==> config.mk <==
export PLATFORM = sky130hd
export DESIGN_NAME = mesh_router
export DESIGN_NICKNAME = d
export VERILOG_FILES = /design/src/logic/mesh_pkg.sv /design/src/logic/mesh_input_fifo.sv /design/src/logic/mesh_output_arbiter.sv /design/src/logic/mesh_router.sv
export SDC_FILE = /design/constraint.sdc
export NUM_CORES = 1
export LEC_CHECK = 0
export ABC_CLOCK_PERIOD_IN_PS = 10050
export BUFFER_PORTS_ARGS = -buffer_cell sky130_fd_sc_hd__clkbuf_2
export CAP_MARGIN = 0
export CORE_ASPECT_RATIO = 1.4
export CORE_MARGIN = 5
export CORE_UTILIZATION = 47
export DETAILED_ROUTE_END_ITERATION = 8
export GPL_ROUTABILITY_DRIVEN = 1
export PLACE_DENSITY = 0.73
export SYNTH_ARGS = -nofsm -noshare
export SYNTH_HDL_FRONTEND = slang
export SYNTH_SLANG_ARGS = --single-unit
export TNS_END_PERCENT = 10
==> constraint.sdc <==
create_clock -name clk -period 10.05 [get_ports clk]
set_input_delay 2.01 -clock clk [delete_from_list [all_inputs] [get_ports clk]]
set_output_delay 2.01 -clock clk [all_outputs]
set_load 0.01 [all_outputs]
==> src/logic/mesh_pkg.sv <==
package mesh_pkg;

  // Mesh geometry
  // --------------------
  localparam int X_NODES    = 4;                  // Columns
  localparam int Y_NODES    = 4;                  // Rows
  localparam int NUM_NODES  = X_NODES * Y_NODES;  // One node per router
  localparam int NUM_PORTS  = 5;                  // Local plus four neighbours
  localparam int FIFO_DEPTH = 4;                  // Entries per input FIFO

  // Field widths
  // --------------------
  typedef logic [1:0]  coord_t;       // X or Y position in the grid
  typedef logic [3:0]  node_id_t;     // y * X_NODES + x
  typedef logic [15:0] payload_t;     // User data
  typedef logic [2:0]  fifo_count_t;  // 0 .. FIFO_DEPTH inclusive

  // Router port numbering, same order on every router
  typedef enum logic [2:0] {
    PORT_LOCAL = 3'd0,  // Attached node
    PORT_NORTH = 3'd1,  // Higher y
    PORT_EAST  = 3'd2,  // Higher x
    PORT_SOUTH = 3'd3,  // Lower y
    PORT_WEST  = 3'd4   // Lower x
  } port_e;

  // Output arbiter FSM
  typedef enum logic {
    ARB_IDLE = 1'b0,    // Output register empty
    ARB_HOLD = 1'b1     // Word waiting for downstream enable
  } arb_state_e;

  // Single-flit packet
  // --------------------
  typedef struct packed {
    coord_t   dst_x;    // Destination column
    coord_t   dst_y;    // Destination row
    node_id_t src;      // Injecting node
    payload_t payload;
  } packet_t;

endpackage

==> src/logic/mesh_input_fifo.sv <==
`timescale 1ns/1ps

module mesh_input_fifo (
  input  logic              clk,
  input  logic              i_rst,
  // Upstream link, valid/enable
  input  mesh_pkg::packet_t i_data,
  input  logic              i_data_val,
  output logic              o_en,
  // Head side, toward the output arbiters
  input  logic              i_pop,
  output mesh_pkg::packet_t o_head,
  output logic              o_head_val
);

  mesh_pkg::packet_t mem [mesh_pkg::FIFO_DEPTH];     // Circular buffer
  logic [$clog2(mesh_pkg::FIFO_DEPTH)-1:0] wr_ptr;   // Next free slot
  logic [$clog2(mesh_pkg::FIFO_DEPTH)-1:0] rd_ptr;   // Current head
  mesh_pkg::fifo_count_t count;                      // Occupancy
  mesh_pkg::fifo_count_t count_nxt;
  logic push;
  logic pop;

  assign push = i_data_val && o_en;  // Link transfer this edge
  assign pop  = i_pop && o_head_val; // Head taken by a granted arbiter

  // Occupancy counter
  // --------------------
  always_comb begin
    case ({push, pop})
      2'b10:   count_nxt = count + 1'b1;
      2'b01:   count_nxt = count - 1'b1;
      default: count_nxt = count;    // Idle, or push and pop cancel out
    endcase
  end

  always_ff @(posedge clk) begin
    if (i_rst) begin
      count  <= '0;
      wr_ptr <= '0;
      rd_ptr <= '0;
      o_en   <= 1'b1;                // Empty after reset, ready at once
    end else begin
      count <= count_nxt;
      // Enable drops only when the buffer will be full
      o_en  <= (count_nxt != mesh_pkg::fifo_count_t'(mesh_pkg::FIFO_DEPTH));
      if (push) begin
        wr_ptr <= (wr_ptr == mesh_pkg::FIFO_DEPTH - 1) ? '0 : wr_ptr + 1'b1;
      end
      if (pop) begin
        rd_ptr <= (rd_ptr == mesh_pkg::FIFO_DEPTH - 1) ? '0 : rd_ptr + 1'b1;
      end
    end
  end

  // Storage write
  always_ff @(posedge clk) begin
    if (push) mem[wr_ptr] <= i_data;
  end

  assign o_head     = mem[rd_ptr];   // Visible the cycle after the write
  assign o_head_val = (count != '0);

endmodule

==> src/logic/mesh_output_arbiter.sv <==
`timescale 1ns/1ps

module mesh_output_arbiter (
  input  logic                           clk,
  input  logic                           i_rst,
  // Requests from the five input FIFO heads
  input  logic [mesh_pkg::NUM_PORTS-1:0] i_req,
  input  mesh_pkg::packet_t              i_heads [mesh_pkg::NUM_PORTS],
  output logic [mesh_pkg::NUM_PORTS-1:0] o_grant,   // One-hot, also the FIFO pop
  // Downstream link, valid/enable
  output mesh_pkg::packet_t              o_data,
  output logic                           o_data_val,
  input  logic                           i_en
);

  mesh_pkg::arb_state_e state;
  mesh_pkg::arb_state_e state_nxt;
  mesh_pkg::port_e      last_port;   // Most recent grant
  mesh_pkg::port_e      win_port;    // Next in rotation with a request
  logic                 win_val;
  logic                 free;        // Output register can be loaded

  // Empty, or the held word leaves on this edge
  assign free = (state == mesh_pkg::ARB_IDLE) || i_en;

  // Round-robin search
  // --------------------
  always_comb begin
    int idx;
    win_val  = 1'b0;
    win_port = last_port;
    // Start one past the last grant, wrap around once
    for (int i = 1; i <= mesh_pkg::NUM_PORTS; i++) begin
      idx = (int'(last_port) + i) % mesh_pkg::NUM_PORTS;
      if (!win_val && i_req[idx]) begin
        win_val  = 1'b1;
        win_port = mesh_pkg::port_e'(idx);
      end
    end
  end

  always_comb begin
    o_grant = '0;
    if (free && win_val) o_grant[win_port] = 1'b1;  // Pops the winning head
  end

  // FSM
  // --------------------
  always_comb begin
    state_nxt = state;
    case (state)
      mesh_pkg::ARB_IDLE: begin
        if (win_val) state_nxt = mesh_pkg::ARB_HOLD;   // Load now
      end
      mesh_pkg::ARB_HOLD: begin
        // Accepted with nothing behind it
        if (i_en && !win_val) state_nxt = mesh_pkg::ARB_IDLE;
      end
      default: state_nxt = mesh_pkg::ARB_IDLE;
    endcase
  end

  always_ff @(posedge clk) begin
    if (i_rst) begin
      state     <= mesh_pkg::ARB_IDLE;
      last_port <= mesh_pkg::PORT_WEST;   // First search starts at local
    end else begin
      state <= state_nxt;
      if (|o_grant) last_port <= win_port;
    end
  end

  // Output register, payload only
  always_ff @(posedge clk) begin
    if (|o_grant) o_data <= i_heads[win_port];
  end

  assign o_data_val = (state == mesh_pkg::ARB_HOLD);

endmodule

==> src/logic/mesh_router.sv <==
`timescale 1ns/1ps

module mesh_router #(
  parameter int X_LOC = 0,   // Column of this router
  parameter int Y_LOC = 0    // Row of this router
) (
  input  logic              clk,
  input  logic              i_rst,
  // Input links, one per port
  input  mesh_pkg::packet_t i_data     [mesh_pkg::NUM_PORTS],
  input  logic              i_data_val [mesh_pkg::NUM_PORTS],
  output logic              o_en       [mesh_pkg::NUM_PORTS],
  // Output links, one per port
  output mesh_pkg::packet_t o_data     [mesh_pkg::NUM_PORTS],
  output logic              o_data_val [mesh_pkg::NUM_PORTS],
  input  logic              i_en       [mesh_pkg::NUM_PORTS]
);

  // FIFO heads and pops, indexed by input port
  mesh_pkg::packet_t heads    [mesh_pkg::NUM_PORTS];
  logic              head_val [mesh_pkg::NUM_PORTS];
  logic              pop      [mesh_pkg::NUM_PORTS];
  mesh_pkg::port_e   route    [mesh_pkg::NUM_PORTS];   // Output wanted by each head

  // Arbiter side, outer index is the output port, bit index the input
  logic [mesh_pkg::NUM_PORTS-1:0] req   [mesh_pkg::NUM_PORTS];
  logic [mesh_pkg::NUM_PORTS-1:0] grant [mesh_pkg::NUM_PORTS];

  // Input FIFOs
  // --------------------
  for (genvar p = 0; p < mesh_pkg::NUM_PORTS; p++) begin : g_in
    mesh_input_fifo u_fifo (
      .clk        (clk),
      .i_rst      (i_rst),
      .i_data     (i_data[p]),
      .i_data_val (i_data_val[p]),
      .o_en       (o_en[p]),        // Back to the upstream sender
      .i_pop      (pop[p]),
      .o_head     (heads[p]),
      .o_head_val (head_val[p])
    );
  end

  // XY route of each head
  // --------------------
  always_comb begin
    for (int p = 0; p < mesh_pkg::NUM_PORTS; p++) begin
      // X first
      if (heads[p].dst_x > mesh_pkg::coord_t'(X_LOC)) begin
        route[p] = mesh_pkg::PORT_EAST;
      end else if (heads[p].dst_x < mesh_pkg::coord_t'(X_LOC)) begin
        route[p] = mesh_pkg::PORT_WEST;
      // Column reached, then Y
      end else if (heads[p].dst_y > mesh_pkg::coord_t'(Y_LOC)) begin
        route[p] = mesh_pkg::PORT_NORTH;
      end else if (heads[p].dst_y < mesh_pkg::coord_t'(Y_LOC)) begin
        route[p] = mesh_pkg::PORT_SOUTH;
      end else begin
        route[p] = mesh_pkg::PORT_LOCAL;  // Arrived
      end
    end
  end

  // Request matrix, a valid head asks exactly one output
  always_comb begin
    for (int o = 0; o < mesh_pkg::NUM_PORTS; o++) begin
      for (int p = 0; p < mesh_pkg::NUM_PORTS; p++) begin
        req[o][p] = head_val[p] && (route[p] == mesh_pkg::port_e'(o));
      end
    end
  end

  // Pop is the OR of all grants aimed at that input
  always_comb begin
    for (int p = 0; p < mesh_pkg::NUM_PORTS; p++) begin
      pop[p] = 1'b0;
      for (int o = 0; o < mesh_pkg::NUM_PORTS; o++) begin
        pop[p] = pop[p] | grant[o][p];   // At most one set
      end
    end
  end

  // Output arbiters
  // --------------------
  for (genvar o = 0; o < mesh_pkg::NUM_PORTS; o++) begin : g_out
    mesh_output_arbiter u_arb (
      .clk        (clk),
      .i_rst      (i_rst),
      .i_req      (req[o]),
      .i_heads    (heads),
      .o_grant    (grant[o]),
      .o_data     (o_data[o]),
      .o_data_val (o_data_val[o]),
      .i_en       (i_en[o])         // From the downstream receiver
    );
  end

endmodule

==> load_flow_metrics.sql <==
INSERT INTO impl_metrics (metric_group, metric, value, unit) VALUES
('sta', 'slew_margin_rel', '0.185', ''),
('critical_path', 'crit_path_start_kind', 'register', ''),
('sta', 'postLayoutSetupSlackWorst', '1310', 'ps'),
('critical_path', 'worstSetupPathType', 'reg2reg', ''),
('logic_synthesis', 'post_synth.cell_area_avg', '13.9', 'um2'),
('detailed_routing', 'postRouteAntennaNets', '0', ''),
('clocking', 'clock_tree_from_tritoncts', 'built', ''),
('logic_synthesis', 'dominantRegCellSynth', 'sky130_fd_sc_hd__edfxtp_1', ''),
('place', 'post-dp-hpwl', '70000', 'um'),
('layout', 'syn_to_final_growth', '12.8', '%'),
('global_route', 'grt_util_met1', '0.285', ''),
('die', 'io-pin-count', '262', ''),
('sta', 'tns', '0', 'ps'),
('run_status', 'status', 'finished, final reports clean', ''),
('logic_synthesis', 'synth_top_area_cells', 'sky130_fd_sc_hd__edfxtp_1 (52%), sky130_fd_sc_hd__mux4_2 (9.9%), sky130_fd_sc_hd__mux2i_1 (5.7%)', ''),
('clocking', 'max-clock-path-buffers', '3', ''),
('clocking', 'postCtsResizedCells', '0', ''),
('critical_path', 'required', '10560', 'ps'),
('detailed_routing', 'vias_per_cell', '6.16', ''),
('place', 'finalWeightedCongestion', '0.936', ''),
('detailed_routing', 'detailedRoute.firstIterationViolations', '1851', ''),
('logic_synthesis', 'synth_top_area_frac', '0.524', ''),
('global_route', 'grt_remaining_overflow', '0', ''),
('detailed_routing', 'drc', '0', ''),
('detailed_routing', 'detail_route.wirelength', '95200', 'um'),
('global_route', 'initial_antenna_violation_count', '8', ''),
('clocking', 'clk_pin_slew', '70', 'ps'),
('logic_synthesis', 'post_synth_inst_count', '2374', ''),
('clocking', 'postCtsHoldBufs', '0', ''),
('critical_path', 'critical_path_arrival', '9250', 'ps'),
('logic_synthesis', 'yosys.cell_count.top_type', 'sky130_fd_sc_hd__edfxtp_1', ''),
('logic_synthesis', 'synth.cells.most_frequent', 'sky130_fd_sc_hd__edfxtp_1 (576), sky130_fd_sc_hd__mux2i_1 (187), sky130_fd_sc_hd__mux4_2 (145), sky130_fd_sc_hd__a21oi_1 (124), sky130_fd_sc_hd__nand2_1 (112)', ''),
('logic_synthesis', 'synth_async_sr_flop_share', '0', ''),
('clocking', 'cts.repair_timing.setup_buffer_count', '0', ''),
('layout', 'nNetsFinal', '2853', ''),
('logic_synthesis', 'yosysWarnings', '0', ''),
('sta', 'final.setup_skew', '20.6', 'ps'),
('global_route', 'grt_first_pass_wirelength', '139000', 'um'),
('logic_synthesis', 'yosys_register_bits', '643', ''),
('sta', 'grt_setup_unrepaired', 'no', ''),
('clocking', 'tritoncts.num_buffers', '58', ''),
('detailed_routing', 'num_vias', '22200', ''),
('place', 'place_ws', '1450', 'ps'),
('critical_path', 'critical_path_peak_fanout', '27', ''),
('critical_path', 'r2r_slack', '1310', 'ps'),
('die', 'die_w', '234', 'um'),
('logic_synthesis', 'yosysTopAreaCell', 'sky130_fd_sc_hd__edfxtp_1', ''),
('sta', 'report.final.slew_viol_count', '0', ''),
('clocking', 'clock_insertion_delay_worst_skew', '630', 'ps'),
('critical_path', 'endpoint_kind', 'register', ''),
('die', 'die_area', '0.0757', 'mm2'),
('run', 'drv_cap', '0', ''),
('sta', 'setup_viol', '0', ''),
('layout', 'post_route_cells_drive_above_1_share', '0.231', ''),
('global_route', 'grt_most_used_layer', 'met2', ''),
('sta', 'hold_viol_final', '0', ''),
('place', 'portBuffers', '237', ''),
('clocking', 'cts_max_level', '2', ''),
('logic_synthesis', 'share_of_synthesized_area_occupied_by_flip_flops_and_latches', '0.565', ''),
('detailed_routing', 'drt_pre_antenna_iters', '7', ''),
('critical_path', 'worstReg2RegEnd', 'g_in[2].u_fifo.o_en', ''),
('global_route', 'global_route.usage.met3', '0.0401', ''),
('global_route', 'use_met2', '0.436', ''),
('logic_synthesis', 'synth-edff-count', '576', ''),
('hold_path', 'hold-path-endpoint', 'g_out[3].u_arb.last_port[2]', ''),
('critical_path', 'rr_worst_depth', '27', ''),
('die', 'fp.dieH', '324', 'um'),
('sta', 'fin_hold_ws', '467', 'ps'),
('logic_synthesis', 'syn_area', '0.0330', 'mm2'),
('die', 'core-area', '0.0699', 'mm2'),
('sta', 'worstMarginPinSlew', '1220', 'ps');
## area by class of cell
type	instances	area, um2
multi-input cells	1531	13500
repair buffers	287	1560
clock inverters	43	442
fillers	5728	32700
inverters	92	345
diodes	5	12.5
flip-flops and latches	643	18600
well taps	936	1170
clock buffers	66	1570
## kinds of logic (layout without fill, tap and decap cells)
logic type,count (synthesis),after routing,synth area share
flip-flops,643,643,0.565
AO/OA/AOI/OAI,509,509,0.111
AND/OR/NAND/NOR,466,466,0.0717
multiplexers,364,364,0.167
buffers and inverters,247,488,0.0340
adder cells (fa/ha/maj),108,108,0.0421
XOR/XNOR,36,36,0.0100
other,1,53,0.000114
## critical path, stage by stage (launching register included)
cell and delay (ps):
sky130_fd_sc_hd__dfxtp_1 780, sky130_fd_sc_hd__clkinv_1 560, sky130_fd_sc_hd__ha_1 1010, sky130_fd_sc_hd__ha_1 390
sky130_fd_sc_hd__nor3b_1 80, sky130_fd_sc_hd__o31a_1 310, sky130_fd_sc_hd__xnor2_1 210, sky130_fd_sc_hd__ha_1 220
sky130_fd_sc_hd__nor2b_1 190, sky130_fd_sc_hd__o21ai_0 150, sky130_fd_sc_hd__o21a_1 210, sky130_fd_sc_hd__o32ai_2 530
sky130_fd_sc_hd__mux2_2 400, sky130_fd_sc_hd__a31oi_1 260, sky130_fd_sc_hd__nand2_1 160, sky130_fd_sc_hd__nand2_1 210
sky130_fd_sc_hd__a2bb2oi_4 720, sky130_fd_sc_hd__nand3_1 320, sky130_fd_sc_hd__a21oi_1 300, sky130_fd_sc_hd__nor3_1 140
sky130_fd_sc_hd__inv_1 80, sky130_fd_sc_hd__ha_1 180, sky130_fd_sc_hd__inv_1 60, sky130_fd_sc_hd__fa_1 380
sky130_fd_sc_hd__xor2_1 160, sky130_fd_sc_hd__or3_1 300, sky130_fd_sc_hd__a21oi_1 190, sky130_fd_sc_hd__nand2_1 90
## how the worst max path moves through the flow
stage	startpoint	end	slack (ps)
after global placement	g_out[0].u_arb.last_port[0]	g_in[2].u_fifo.o_en	1790
after CTS	g_out[0].u_arb.last_port[0]	g_in[0].u_fifo.o_en	1410
final	g_out[0].u_arb.last_port[0]	g_in[2].u_fifo.o_en	1310
after detailed placement	g_out[0].u_arb.last_port[0]	g_in[4].u_fifo.o_en	1450
after floorplan	g_out[1].u_arb.last_port[0]	g_in[0].u_fifo.o_en	2770
after global routing	g_out[0].u_arb.last_port[0]	g_in[0].u_fifo.o_en	790
## stage by stage
step / cell area [um2] / utilization / std cells
finish: 37200 / 0.532 / 3603
floorplan: 33200 / - / 2421
global route: 37200 / 0.532 / 3601
CTS: 37200 / 0.532 / 3598
global placement: 35200 / 0.503 / 3489
detailed placement: 35200 / 0.503 / 3489
## routing by layer
| layer | vias to the layer above | wire length [um] |
|---|---|---|
| met3 | 236 | 6280 |
| met5 | - | 33 |
| met2 | 962 | 49400 |
| met4 | 4 | 5690 |
| li1 | 9772 | - |
| met1 | 11200 | 33800 |
## placed cells by master (no fill, tap or decap), types with 14 or more instances in the layout
cell	netlist	final
sky130_fd_sc_hd__edfxtp_1	576	576
sky130_fd_sc_hd__ha_1	103	103
sky130_fd_sc_hd__mux4_2	145	145
sky130_fd_sc_hd__a22o_1	69	69
sky130_fd_sc_hd__buf_4	41	50
sky130_fd_sc_hd__a21o_1	21	21
sky130_fd_sc_hd__dfxtp_1	67	62
sky130_fd_sc_hd__xnor2_1	20	20
sky130_fd_sc_hd__a211oi_1	19	18
sky130_fd_sc_hd__mux2i_1	187	187
sky130_fd_sc_hd__or3_1	14	14
sky130_fd_sc_hd__a21oi_1	124	123
sky130_fd_sc_hd__o21ai_1	26	26
sky130_fd_sc_hd__and3_1	27	27
sky130_fd_sc_hd__o211ai_1	21	21
sky130_fd_sc_hd__nor2b_1	16	15
sky130_fd_sc_hd__o22ai_1	29	29
sky130_fd_sc_hd__clkbuf_2	0	237
sky130_fd_sc_hd__nand3_1	36	36
sky130_fd_sc_hd__clkinv_2	0	15
sky130_fd_sc_hd__nand2b_1	25	25
sky130_fd_sc_hd__mux2_2	28	28
sky130_fd_sc_hd__nor3_1	42	41
sky130_fd_sc_hd__xor2_1	14	14
sky130_fd_sc_hd__clkbuf_16	0	61
sky130_fd_sc_hd__conb_1	1	48
sky130_fd_sc_hd__nor2_1	107	106
sky130_fd_sc_hd__nand2_1	112	111
sky130_fd_sc_hd__nor3b_1	15	15
sky130_fd_sc_hd__inv_1	82	82
sky130_fd_sc_hd__o21ai_0	52	52
## sequential cells by signal, summed over array words and instances, names as in the netlist, named ones only
name                    flops
g_in.u_fifo.rd_ptr         10
g_in.u_fifo.count          15
g_out.u_arb.o_data         96
g_out.u_arb.o_data_val      5
g_out.u_arb.last_port      12
g_in.u_fifo.wr_ptr         10
g_in.u_fifo.o_en            5
g_in.u_fifo.mem           480
Power is not shown: default switching activity piles up to over one toggle a cycle in this logic, so the estimate is an artifact.
